### config.mk
export PLATFORM = sky130hd
export DESIGN_NAME = spi_top
export DESIGN_NICKNAME = d
export VERILOG_FILES = /design/src/logic/spi_pkg.sv /design/src/logic/spi_cfg_if.sv /design/src/logic/spi_apb_regs.sv /design/src/logic/spi_edge_timer.sv /design/src/logic/spi_shift_engine.sv /design/src/logic/spi_frame_ctrl.sv /design/src/logic/spi_top.sv
export VERILOG_INCLUDE_DIRS = /design/src /design/src/logic
export SDC_FILE = /design/constraint.sdc
export NUM_CORES = 1
export LEC_CHECK = 0
export ABC_CLOCK_PERIOD_IN_PS = 12460
export BUFFER_PORTS_ARGS = -buffer_cell sky130_fd_sc_hd__buf_2
export CORE_UTILIZATION = 65
export CTS_BUF_LIST = sky130_fd_sc_hd__clkbuf_16
export DETAILED_ROUTE_END_ITERATION = 12
export GPL_TIMING_DRIVEN = 0
export PLACE_DENSITY = 0.91
export REMOVE_ABC_BUFFERS = 1
export SLEW_MARGIN = 20
export SYNTH_ARGS = -nofsm -noshare
export SYNTH_HDL_FRONTEND = slang
export SYNTH_SLANG_ARGS = --single-unit
### constraint.sdc
create_clock -name clock -period 12.46 [get_ports clock]
set_input_delay 3.738 -clock clock [delete_from_list [all_inputs] [get_ports clock]]
set_output_delay 3.738 -clock clock [all_outputs]
set_load 0.05 [all_outputs]
### src/logic/spi_macros.svh
// Register map offsets for the SPI master APB port
// Word length, divider width and chip-select lead and lag timing
`ifndef SPI_MACROS_SVH
`define SPI_MACROS_SVH

// APB address width and register offsets
`define SPI_APB_AW      8
`define SPI_REG_CTRL    8'h00
`define SPI_REG_DIV     8'h04
`define SPI_REG_TX      8'h08
`define SPI_REG_RX      8'h0C
`define SPI_REG_STATUS  8'h10

// Datapath sizes
`define SPI_MAX_BITS    32
`define SPI_DIV_W       16

// Clock cycles around the shift phase with ss_n low
`define SPI_LEAD_CYCLES 4
`define SPI_LAG_CYCLES  4

`endif

### src/logic/spi_pkg.sv
// Shared types of the SPI master
// Data word, half-period divider, word length code and frame states
`include "spi_macros.svh"

package spi_pkg;

    // One transfer word, right aligned
    typedef logic [`SPI_MAX_BITS-1:0] spi_word_t;

    // Half sclk period minus one, in clock cycles
    typedef logic [`SPI_DIV_W-1:0] spi_div_t;

    // Word length minus one
    typedef logic [$clog2(`SPI_MAX_BITS)-1:0] spi_bits_t;

    // Chip-select framing of one transfer
    typedef enum logic [1:0] {
        IDLE,
        LEAD,
        SHIFT,
        LAG
    } frame_state_t;

endpackage

### src/logic/spi_cfg_if.sv
// Configuration and handshake bundle between the register block,
// the frame controller and the shift engine
`timescale 1ns/1ps

interface spi_cfg_if;
    import spi_pkg::*;

    // Static transfer setup
    logic      cpol;
    logic      cpha;
    logic      lsb_first;
    spi_bits_t bits;
    spi_div_t  div;
    spi_word_t tx_word;

    // Transfer control and result
    logic      start;
    logic      busy;
    logic      finish;
    spi_word_t rx_word;

    modport regs (
        output cpol, cpha, lsb_first, bits, div, tx_word, start,
        input  busy, rx_word, finish
    );

    modport frame (
        input  start, cpol,
        output busy, finish
    );

    modport engine (
        input  cpol, cpha, lsb_first, bits, div, tx_word,
        output rx_word
    );

endinterface

### src/logic/spi_apb_regs.sv
// APB register file of the SPI master
// CTRL, DIV and TX setup, RX capture, sticky done flag and irq
`timescale 1ns/1ps
`include "spi_macros.svh"

module spi_apb_regs (
    input  logic                   clock,
    input  logic                   rst_n,
    input  logic [`SPI_APB_AW-1:0] paddr,
    input  logic                   psel,
    input  logic                   penable,
    input  logic                   pwrite,
    input  spi_pkg::spi_word_t     pwdata,
    output spi_pkg::spi_word_t     prdata,
    output logic                   pready,
    output logic                   pslverr,
    output logic                   irq,
    spi_cfg_if.regs                cfg
);
    import spi_pkg::*;

    logic      access;
    logic      wr;
    logic      rd;
    logic      mapped;
    logic      tx_hit;
    logic      rx_hit;
    logic      tx_accept;
    logic      done;
    spi_word_t rx_q;

    // No wait states, every access phase completes at once
    assign pready = 1'b1;

    assign access = psel && penable;
    assign wr     = access && pwrite;
    assign rd     = access && !pwrite;
    assign tx_hit = (paddr == `SPI_REG_TX);
    assign rx_hit = (paddr == `SPI_REG_RX);

    // A TX write during a transfer is dropped and flagged
    assign tx_accept = wr && tx_hit && !cfg.busy;
    assign pslverr   = access && (!mapped || (pwrite && tx_hit && cfg.busy));

    assign irq = done;

    // Address decode and read mux
    always_comb begin
        mapped = 1'b1;
        prdata = '0;
        case (paddr)
            `SPI_REG_CTRL: begin
                prdata[0]    = cfg.cpol;
                prdata[1]    = cfg.cpha;
                prdata[2]    = cfg.lsb_first;
                prdata[12:8] = cfg.bits;
            end
            `SPI_REG_DIV:    prdata[`SPI_DIV_W-1:0] = cfg.div;
            `SPI_REG_TX:     prdata = cfg.tx_word;
            `SPI_REG_RX:     prdata = rx_q;
            `SPI_REG_STATUS: prdata[1:0] = {done, cfg.busy};
            default:         mapped = 1'b0;
        endcase
    end

    always_ff @(posedge clock or negedge rst_n) begin
        if (!rst_n) begin
            cfg.cpol      <= 1'b0;
            cfg.cpha      <= 1'b0;
            cfg.lsb_first <= 1'b0;
            cfg.bits      <= '0;
            cfg.div       <= '0;
            cfg.tx_word   <= '0;
            cfg.start     <= 1'b0;
            done          <= 1'b0;
            rx_q          <= '0;
        end else begin
            // Start pulses in the cycle after the accepted TX write
            cfg.start <= tx_accept;

            if (wr && paddr == `SPI_REG_CTRL) begin
                cfg.cpol      <= pwdata[0];
                cfg.cpha      <= pwdata[1];
                cfg.lsb_first <= pwdata[2];
                cfg.bits      <= pwdata[12:8];
            end
            if (wr && paddr == `SPI_REG_DIV) begin
                cfg.div <= pwdata[`SPI_DIV_W-1:0];
            end
            if (tx_accept) begin
                cfg.tx_word <= pwdata;
            end

            if (cfg.finish) begin
                rx_q <= cfg.rx_word;
            end

            // Completion wins over a clearing RX read in the same cycle
            if (cfg.finish) begin
                done <= 1'b1;
            end else if (rd && rx_hit) begin
                done <= 1'b0;
            end
        end
    end

endmodule

### src/logic/spi_edge_timer.sv
// Half-period timer for sclk
// Emits a one-cycle tick every div+1 cycles while run is high
`timescale 1ns/1ps

module spi_edge_timer (
    input  logic              clock,
    input  logic              rst_n,
    input  logic              run,
    input  spi_pkg::spi_div_t div,
    output logic              tick
);
    import spi_pkg::*;

    spi_div_t cnt;

    // First tick comes div cycles after run rises
    assign tick = run && (cnt == div);

    always_ff @(posedge clock or negedge rst_n) begin
        if (!rst_n) begin
            cnt <= '0;
        end else if (!run || tick) begin
            cnt <= '0;
        end else begin
            cnt <= cnt + 1'b1;
        end
    end

endmodule

### src/logic/spi_shift_engine.sv
// Shift engine of the SPI master
// Edge counter, sclk level, transmit and receive shift registers
`timescale 1ns/1ps
`include "spi_macros.svh"

module spi_shift_engine (
    input  logic      clock,
    input  logic      rst_n,
    spi_cfg_if.engine cfg,
    input  logic      run,
    input  logic      tick,
    input  logic      miso,
    output logic      sclk_level,
    output logic      mosi_bit,
    output logic      last
);
    import spi_pkg::*;

    localparam int EDGE_W = $clog2(2 * `SPI_MAX_BITS);
    localparam spi_bits_t TOP_BIT = spi_bits_t'(`SPI_MAX_BITS - 1);

    logic [EDGE_W-1:0] edge_cnt;
    logic [EDGE_W-1:0] last_edge;
    logic              odd_edge;
    logic              sample_edge;
    logic              shift_edge;
    logic              sample_q;
    logic              run_q;
    spi_bits_t         pad;
    spi_word_t         tx_aligned;
    spi_word_t         tx_sr;
    spi_word_t         rx_sr;

    // edge_cnt holds the number of edges already made, so edge 1 is count 0
    assign last_edge = {cfg.bits, 1'b1};
    assign odd_edge  = ~edge_cnt[0];
    assign last      = run && tick && (edge_cnt == last_edge);

    // cpha 0 samples on leading edges, cpha 1 on trailing edges
    assign sample_edge = cfg.cpha ? ~odd_edge : odd_edge;
    // With cpha 1 the first bit is already on mosi at edge 1
    assign shift_edge  = cfg.cpha ? (odd_edge && edge_cnt != '0) : ~odd_edge;

    // Unused upper bit positions for the current length
    assign pad = TOP_BIT - cfg.bits;

    assign tx_aligned  = cfg.lsb_first ? cfg.tx_word : (cfg.tx_word << pad);
    assign mosi_bit    = cfg.lsb_first ? tx_sr[0] : tx_sr[`SPI_MAX_BITS-1];
    assign cfg.rx_word = cfg.lsb_first ? (rx_sr >> pad) : rx_sr;

    always_ff @(posedge clock or negedge rst_n) begin
        if (!rst_n) begin
            edge_cnt   <= '0;
            sclk_level <= 1'b0;
            sample_q   <= 1'b0;
            run_q      <= 1'b0;
        end else begin
            run_q <= run;
            // Sampling lags the tick by one cycle, in step with the
            // registered sclk pin
            sample_q <= run && tick && sample_edge;
            if (!run) begin
                edge_cnt   <= '0;
                sclk_level <= cfg.cpol;
            end else if (tick) begin
                edge_cnt   <= edge_cnt + 1'b1;
                sclk_level <= ~sclk_level;
            end
        end
    end

    // Transmit word is reloaded whenever no shift phase is running
    always_ff @(posedge clock) begin
        if (!run) begin
            tx_sr <= tx_aligned;
        end else if (tick && shift_edge) begin
            tx_sr <= cfg.lsb_first ? (tx_sr >> 1) : (tx_sr << 1);
        end
    end

    // Receive register clears on the first shift cycle
    always_ff @(posedge clock) begin
        if (run && !run_q) begin
            rx_sr <= '0;
        end else if (sample_q) begin
            if (cfg.lsb_first) begin
                rx_sr <= {miso, rx_sr[`SPI_MAX_BITS-1:1]};
            end else begin
                rx_sr <= {rx_sr[`SPI_MAX_BITS-2:0], miso};
            end
        end
    end

endmodule

### src/logic/spi_frame_ctrl.sv
// Frame controller of the SPI master
// Lead, shift and lag sequencing and the registered ss_n, sclk and mosi pins
`timescale 1ns/1ps
`include "spi_macros.svh"

module spi_frame_ctrl (
    input  logic     clock,
    input  logic     rst_n,
    spi_cfg_if.frame cfg,
    input  logic     last,
    input  logic     sclk_level,
    input  logic     mosi_bit,
    output logic     run,
    output logic     ss_n,
    output logic     sclk,
    output logic     mosi
);
    import spi_pkg::*;

    localparam int CNT_MAX = (`SPI_LEAD_CYCLES > `SPI_LAG_CYCLES) ?
                             `SPI_LEAD_CYCLES : `SPI_LAG_CYCLES;
    localparam int CNT_W   = $clog2(CNT_MAX + 1);

    frame_state_t     state;
    logic [CNT_W-1:0] cnt;
    logic             ss_n_q;

    assign run        = (state == SHIFT);
    assign cfg.busy   = (state != IDLE) || cfg.start;
    assign cfg.finish = (state == LAG) && (cnt == CNT_W'(`SPI_LAG_CYCLES - 1));

    // Chip select already drops in the start cycle
    assign ss_n = ss_n_q && !cfg.start;

    always_ff @(posedge clock or negedge rst_n) begin
        if (!rst_n) begin
            state  <= IDLE;
            cnt    <= '0;
            ss_n_q <= 1'b1;
            sclk   <= 1'b0;
            mosi   <= 1'b0;
        end else begin
            case (state)
                IDLE: begin
                    // The start cycle counts as the first lead cycle
                    if (cfg.start) begin
                        state <= LEAD;
                        cnt   <= CNT_W'(1);
                    end
                end
                LEAD: begin
                    if (cnt == CNT_W'(`SPI_LEAD_CYCLES - 1)) begin
                        state <= SHIFT;
                        cnt   <= '0;
                    end else begin
                        cnt <= cnt + 1'b1;
                    end
                end
                SHIFT: begin
                    if (last) begin
                        state <= LAG;
                        cnt   <= '0;
                    end
                end
                LAG: begin
                    if (cfg.finish) begin
                        state <= IDLE;
                    end else begin
                        cnt <= cnt + 1'b1;
                    end
                end
                default: state <= IDLE;
            endcase

            if (cfg.start) begin
                ss_n_q <= 1'b0;
            end else if (cfg.finish) begin
                ss_n_q <= 1'b1;
            end

            sclk <= (state == SHIFT) ? sclk_level : cfg.cpol;

            // mosi holds its last bit through lag
            if (state == IDLE && !cfg.start) begin
                mosi <= 1'b0;
            end else if (state != LAG) begin
                mosi <= mosi_bit;
            end
        end
    end

endmodule

### src/logic/spi_top.sv
// Top level of the APB SPI master
// Register block, edge timer, shift engine and frame controller
`timescale 1ns/1ps
`include "spi_macros.svh"

module spi_top (
    input  logic                   clock,
    input  logic                   rst_n,
    input  logic [`SPI_APB_AW-1:0] paddr,
    input  logic                   psel,
    input  logic                   penable,
    input  logic                   pwrite,
    input  spi_pkg::spi_word_t     pwdata,
    output spi_pkg::spi_word_t     prdata,
    output logic                   pready,
    output logic                   pslverr,
    output logic                   sclk,
    output logic                   mosi,
    input  logic                   miso,
    output logic                   ss_n,
    output logic                   irq
);

    logic run;
    logic last;
    logic tick;
    logic sclk_level;
    logic mosi_bit;

    spi_cfg_if cfg ();

    spi_apb_regs i_regs (
        .clock   (clock),
        .rst_n   (rst_n),
        .paddr   (paddr),
        .psel    (psel),
        .penable (penable),
        .pwrite  (pwrite),
        .pwdata  (pwdata),
        .prdata  (prdata),
        .pready  (pready),
        .pslverr (pslverr),
        .irq     (irq),
        .cfg     (cfg.regs)
    );

    spi_edge_timer i_timer (
        .clock (clock),
        .rst_n (rst_n),
        .run   (run),
        .div   (cfg.div),
        .tick  (tick)
    );

    spi_shift_engine i_engine (
        .clock      (clock),
        .rst_n      (rst_n),
        .cfg        (cfg.engine),
        .run        (run),
        .tick       (tick),
        .miso       (miso),
        .sclk_level (sclk_level),
        .mosi_bit   (mosi_bit),
        .last       (last)
    );

    spi_frame_ctrl i_frame (
        .clock      (clock),
        .rst_n      (rst_n),
        .cfg        (cfg.frame),
        .last       (last),
        .sclk_level (sclk_level),
        .mosi_bit   (mosi_bit),
        .run        (run),
        .ss_n       (ss_n),
        .sclk       (sclk),
        .mosi       (mosi)
    );

endmodule

==> reports/results.ini, run 1 <==
[finish]
antenna_cells = 0
area_delta_synth_final_pct = 9.20
fill_cells = 1255
final_area_um2 = 13500
drive_gt1_share_pct = 24.6
fin_nets = 1253

[die]
rows = 50
die_x_um = 140
die_h_um = 140
initial_core_util_pct = 66.3
fp.coreArea_um2 = 18600
pin_count = 84
die_area_um2 = 19600

[pwr]
vdd_drop_max_v = 0.000111
power_leakage_nw = 5.95
cellPowerDensity_nw_per_um2 = 171

[placed_design]
dpl_cell_area_um2 = 12900
port_buffers = 82
gp_congestion = 0.915
hpwl_um = 24400

[route]
wl_um = 34300
vias_per_cell = 7.10
drc_errors = 0
wire_per_inst_um = 23.8
drtIter0Drc = 1149
vias = 10200
first_pass_iters = 5
ant_nets = 0

[worst_setup_path]
start_kind = input pin
cp-end-kind = primary output
crit_required_ns = 8.72
rr_endpoint = i_regs.rx_q[19]
critPathArrivalTime_ns = 6.40
cp-startpoint = paddr[5]
ff2ff_path_depth = 6
worstPathMaxFanout = 19
rrSetupSlack_ns = 9.34
crit_type = in2out
cp-endpoint = prdata[0]
r2r_start = i_regs.cfg.bits[0]

[timing]
finalSetupViolations = 0
min_period_ns = 10.14
grt_setup_unrepaired = no
fmax_ghz = 0.0986
final_max_slew_viol_count = 0
fin_crit_sh_pct = 81.4
clock-skew-final_ns = 0.0131
hold_viol_final = 0
worst_slew_pin_slew_ns = 1.05
slew_headroom_pct = 30.1
setup_tns_ns = 0

[cts]
hold_buffers = 0
htreeDepth = 4
path_clk_slew_ns = 0.08
post_cts_resized = 0
cts.path.max_buffers = 2
root_buffer = clkbuf_16
post-cts-setup-buffers = 0
clock_sinks = 187
cts_buffers = 17
cts_tree = yes
clk_latency_ns = 0.45

[synth]
synth-seq-cells = 187
synth_top_area_share_pct = 24.7
synth_edf_count = 32
post-synth-top-count-cell = dfrtp_1
synth_area_um2 = 12400
synthDistinctLibCells = 68
yosysWarningCount = 0
synth_area_leaders = dfrtp_1 (25%), mux4_2 (11%), edfxtp_1 (7.8%)
synth_top_area_cell = dfrtp_1
syn_inst = 1179
seq_area_frac_synth_pct = 37.9
syn_avg_cell_area_um2 = 10.5
ys.flop_type = dfrtp_1
synthArstFlopShare_pct = 65.8
synth_common_cells = dfrtp_1 (122), a21oi_1 (110), mux2i_1 (89)

[global_route]
grt_pass1_wl_um = 54300
gr-total-overflow = 0
grt_pass1_vias = 9877
antenna_found_initial = 0
grt_max_degree = 78
grtUsageTotal_pct = 36.3

[min_path]
min_path_cells = 1
hp-class = reg2reg

[status]
status = finished clean

[flow_run]
drv_cap = 0

stage by stage:
stage | worst slack [ns] | cells | hold WS, ns | util [%] | total power (W)
after floorplan | 3.07 | 1083 | 0.391 | - | 0.00148
after global placement | 2.44 | 1399 | 0.404 | 67.6 | 0.00168
after detailed placement | 2.42 | 1410 | 0.420 | 69.3 | 0.00175
after CTS | 2.40 | 1442 | 0.431 | 72.4 | 0.00229
after global routing | 2.25 | 1442 | 0.455 | 72.4 | 0.00242
final | 2.32 | 1442 | 0.431 | 72.4 | 0.00230
routing by layer:
metal,track usage (%),up-vias,part of all wire [%]
met5,0,-,0
met3,5.74,148,7.5
met1,47.9,5006,40
li1,-,4498,-
met4,19.8,0,5.0
met2,58.1,586,48
report_power, final:
group          switching [W]  internal (W)  leakage, nW
Clock               0.000254      0.000291        0.283
Combinational       0.000444      0.000348         3.41
Sequential          0.000161      0.000807         2.26
state kept, by name (all words and copies together), names as in the netlist, 2 cells and up:
name / flops
i_frame.state: 2
i_engine.edge_cnt: 6
i_frame.cnt: 3
i_regs.rx_q: 32
i_engine.rx_sr: 32
i_engine.tx_sr: 32
i_regs.cfg.tx_word: 32
i_regs.cfg.bits: 5
i_regs.cfg.div: 16
i_timer.cnt: 16
kinds of logic after synthesis:
kind of cell	Yosys count	synth area share (%)
xor+xnor	35	2.48
mux	241	27.3
buf+inv	117	4.36
fa+ha+maj	12	1.21
compound gates	321	16.5
other cells	1	0.0303
flops	187	37.9
simple gates	265	10.2
layout make-up:
| cell class | count | area (µm²) | area share [%] |
|---|---|---|---|
| clock inverters | 14 | 135 | 1.00 |
| well taps | 234 | 293 | 2.17 |
| inverters | 21 | 78.8 | 0.584 |
| repair buffers | 93 | 666 | 4.93 |
| multi-input cells | 875 | 7180 | 53.2 |
| clock buffers | 18 | 450 | 3.34 |
| flip-flops and latches | 187 | 4700 | 34.8 |
critical path, cell delays in order:
cell      delay, ns
buf_2          0.09
or4_4          0.53
nor3_2         0.61
and2_1         0.81
nand2_1        0.20
o211ai_1       0.13
buf_2          0.29
cells in the final DEF (no fill, tap or decap), types with 11 or more instances in the layout:
cell | synthesis | final
ha_1 | 12 | 11
edfxtp_1 | 32 | 32
a22o_1 | 19 | 19
mux2_2 | 64 | 64
xnor2_1 | 25 | 25
a21oi_1 | 110 | 110
o21ai_0 | 68 | 67
a31oi_1 | 14 | 14
mux4_2 | 59 | 59
nor3_1 | 13 | 13
nand3_1 | 15 | 15
mux2_4 | 29 | 29
o211ai_1 | 19 | 19
a22oi_1 | 23 | 23
a221oi_1 | 22 | 22
mux2i_1 | 89 | 89
nor2_1 | 79 | 79
nor2b_1 | 30 | 30
inv_1 | 20 | 20
buf_2 | 14 | 81
clkbuf_16 | 0 | 18
nand2_1 | 79 | 78
dfrtp_1 | 122 | 116
dfxtp_1 | 32 | 32
how the worst min path moves through the flow:
stage,end,startpoint,slack [ns]
2_1_floorplan,i_frame.ss_n_q,i_regs.cfg.start,0.39
3_3_place_gp,i_frame.ss_n_q,i_regs.cfg.start,0.40
3_5_place_dp,i_frame.ss_n_q,i_regs.cfg.start,0.42
4_1_cts,i_frame.ss_n_q,i_regs.cfg.start,0.43
5_1_grt,i_frame.ss_n_q,i_regs.cfg.start,0.46
6_report,i_frame.ss_n_q,i_regs.cfg.start,0.43
No activity file was read; power rests on OpenSTA's default activity.
==> inputs of run 2 (changes only) <==
--- a/config.mk
+++ b/config.mk
@@ -6,13 +6,14 @@
 export SDC_FILE = /design/constraint.sdc
 export NUM_CORES = 1
 export LEC_CHECK = 0
-export ABC_CLOCK_PERIOD_IN_PS = 12460
+export ABC_AREA = 1
+export ABC_CLOCK_PERIOD_IN_PS = 8900
 export BUFFER_PORTS_ARGS = -buffer_cell sky130_fd_sc_hd__buf_2
-export CORE_UTILIZATION = 65
+export CORE_UTILIZATION = 56
 export CTS_BUF_LIST = sky130_fd_sc_hd__clkbuf_16
 export DETAILED_ROUTE_END_ITERATION = 12
 export GPL_TIMING_DRIVEN = 0
-export PLACE_DENSITY = 0.91
+export PLACE_DENSITY = 0.84
 export REMOVE_ABC_BUFFERS = 1
 export SLEW_MARGIN = 20
 export SYNTH_ARGS = -nofsm -noshare
==> constraint.sdc (replaced) <==
create_clock -name clock -period 8.9 [get_ports clock]
set_input_delay 2.67 -clock clock [delete_from_list [all_inputs] [get_ports clock]]
set_output_delay 2.67 -clock clock [all_outputs]
set_load 0.05 [all_outputs]
==> reports/results.ini, run 2 <==
[timing]
setup_tns_ns = 0
grt_setup_unrepaired = no
final_max_slew_viol_count = 0
slew_headroom_pct = 27.3
hold_ws_ns = 0.478
hold_viol_final = 0
finalSetupViolations = 0
fin_crit_sh_pct = 84.3
min_period_ns = 7.50
clock-skew-final_ns = 0.0108
worst_slew_pin_slew_ns = 1.09
fmax_ghz = 0.133

[flow_run]
drv_cap = 0

[finish]
final_common_cell = nand2_1
layout_common_cells = nand2_1 (493), nand3_1 (425), inv_1 (163)
area_delta_synth_final_pct = 7.20
antenna_cells = 0
drive_gt1_share_pct = 8.63
fin_nets = 1922

[synth]
seq_area_frac_synth_pct = 36.9
syn_inst = 1883
synth_xor_area_share_pct = 1.38
synth_top_area_cell = dfrtp_1
synth-seq-cells = 187
synth_adder_area_share_pct = 1.18
post-synth-top-count-cell = nand2_1
syn_avg_cell_area_um2 = 6.74
synth_top_family_by_area = simple AND/OR/NAND/NOR gates
muxShareOfSynthArea_pct = 0
synth_area_um2 = 12700
synth-simple-area-share_pct = 37.9
synth_common_cells = nand2_1 (493), nand3_1 (425), inv_1 (162)
synth_area_leaders = dfrtp_1 (24%), nand3_1 (17%), nand2_1 (15%)
synth_edf_count = 32
synthDistinctLibCells = 52
synthArstFlopShare_pct = 65.8
synth_compound_area_share_pct = 12.8
yosysWarningCount = 0
synth_top_area_share_pct = 24.0
ys.flop_type = dfrtp_1

[placed_design]
gp_congestion = 0.967
hpwl_um = 27300
port_buffers = 82

[die]
die_x_um = 153
fp.coreArea_um2 = 22000
die_h_um = 153
pin_count = 84
die_area_um2 = 23300
rows = 54
initial_core_util_pct = 57.6

[global_route]
gr-total-overflow = 0
grt_max_degree = 72
grt_pass1_wl_um = 64100
grtUsageTotal_pct = 34.5
antenna_found_initial = 0
grt_pass1_vias = 12200

[cts]
cts.path.max_buffers = 2
post-cts-setup-buffers = 0
hold_buffers = 0
root_buffer = clkbuf_16
cts_tree = yes
htreeDepth = 4
path_clk_slew_ns = 0.07
clock_sinks = 187
clk_latency_ns = 0.44
cts_buffers = 17
post_cts_resized = 0

[route]
first_pass_iters = 8
drtIter0Drc = 1860
vias = 13500
wl_met1_um = 15800
ant_nets = 0
wl_met3_um = 4000
drc_errors = 0
vias_per_cell = 6.26
wl_um = 39900
wl_met2_um = 18100
wire_per_inst_um = 18.5
top_layer_used = met4

[worst_setup_path]
cpPeakStageDelay_ns = 0.62
crit_required_ns = 6.23
start_kind = input pin
crit_type = in2out
worstPathMaxFanout = 23
critPathArrivalTime_ns = 4.83
cp-end-kind = primary output
path_cells = buf_2, nor2_4, inv_1, nor3_1, nand2_1, inv_1, nand2_1, o21ai_0, a21oi_1, o21ai_0, buf_2
rrSetupSlack_ns = 5.78
slowest_stage = inv_1

[pwr]
cellPowerDensity_nw_per_um2 = 218
power_leakage_nw = 6.41
vdd_drop_max_v = 0.000144

[min_path]
hp-class = reg2reg

[status]
status = finished clean

-- run 2: cell count changes in the layout (fill, tap and decap cells not counted), sizes merged, moves of 30 or more --
cell and delta:
o21ai +81, nand3 +412, mux2 -93, mux4 -59
inv +154, mux2i -89, a21oi -60, nor2b -30
nand2 +420
-- run 2: metal layers --
layer | up-vias | track usage [%]
li1 | 6300 | -
met1 | 6153 | 45.6
met2 | 886 | 54.6
met3 | 173 | 6.06
met4 | 0 | 17.1
met5 | - | 0
-- run 2: critical path, delay by kind of cell --
family | cells | cell delay (ns)
compound gates | 3 | 0.39
buf+inv | 4 | 1.12
simple gates | 4 | 0.65
-- run 2: logic make-up (layout without fill, tap and decap cells) --
kind of cell               count (synthesis)  count (layout)
xor gates and xnor gates                  20              20
adders and majority gates                 12              12
DFF                                      187             187
and+or+nand+nor                         1082            1082
other                                      1               1
buffers and inverters                    299             293
AOI/OAI and AO/OA                        282             282
-- run 2: layout make-up --
type	instances	area, µm²
Multi-Input combinational cell	1397	6800
Clock buffer	17	425
Sequential cell	187	4700
Inverter	174	662
Clock inverter	15	136
Tap cell	280	350
Fill cell	2006	8420
Timing Repair Buffer	87	539
-- run 2: metrics by stage --
| stage | instance area, µm² | total power [W] | cells | worst slack [ns] | utilization, % |
|---|---|---|---|---|---|
| after CTS | 13600 | 0.00295 | 2157 | 1.44 | 61.8 |
| after floorplan | 12100 | 0.00191 | 1758 | 1.88 | - |
| after global routing | 13600 | 0.00315 | 2157 | 1.18 | 61.8 |
| after global placement | 12900 | 0.00215 | 2120 | 1.16 | 58.4 |
| final | 13600 | 0.00297 | 2157 | 1.40 | 61.8 |
| after detailed placement | 13000 | 0.00220 | 2125 | 1.45 | 59.2 |
-- run 2: worst paths after layout --
check / from / end / cells after the start
worst min register to register: i_frame.mosi / i_frame.mosi / 2
worst min-delay path: i_frame.mosi / i_frame.mosi / 2
max in group asynchronous: rst_n / i_regs.cfg.bits[2] / 2
worst max register to register: i_regs.cfg.lsb_first / i_regs.rx_q[4] / 6
worst max-delay path: paddr[1] / prdata[8] / 11
min in group asynchronous: rst_n / i_timer.cnt[5] / 1
-- run 2: report_power, final --
group | leakage [nW] | internal (W) | switching (W) | total (W)
clock | 0.280 | 0.000410 | 0.000346 | 0.000755
combinational | 3.86 | 0.000311 | 0.000621 | 0.000932
sequential | 2.27 | 0.00110 | 0.000184 | 0.00128
total | 6.41 | 0.00182 | 0.00115 | 0.00297
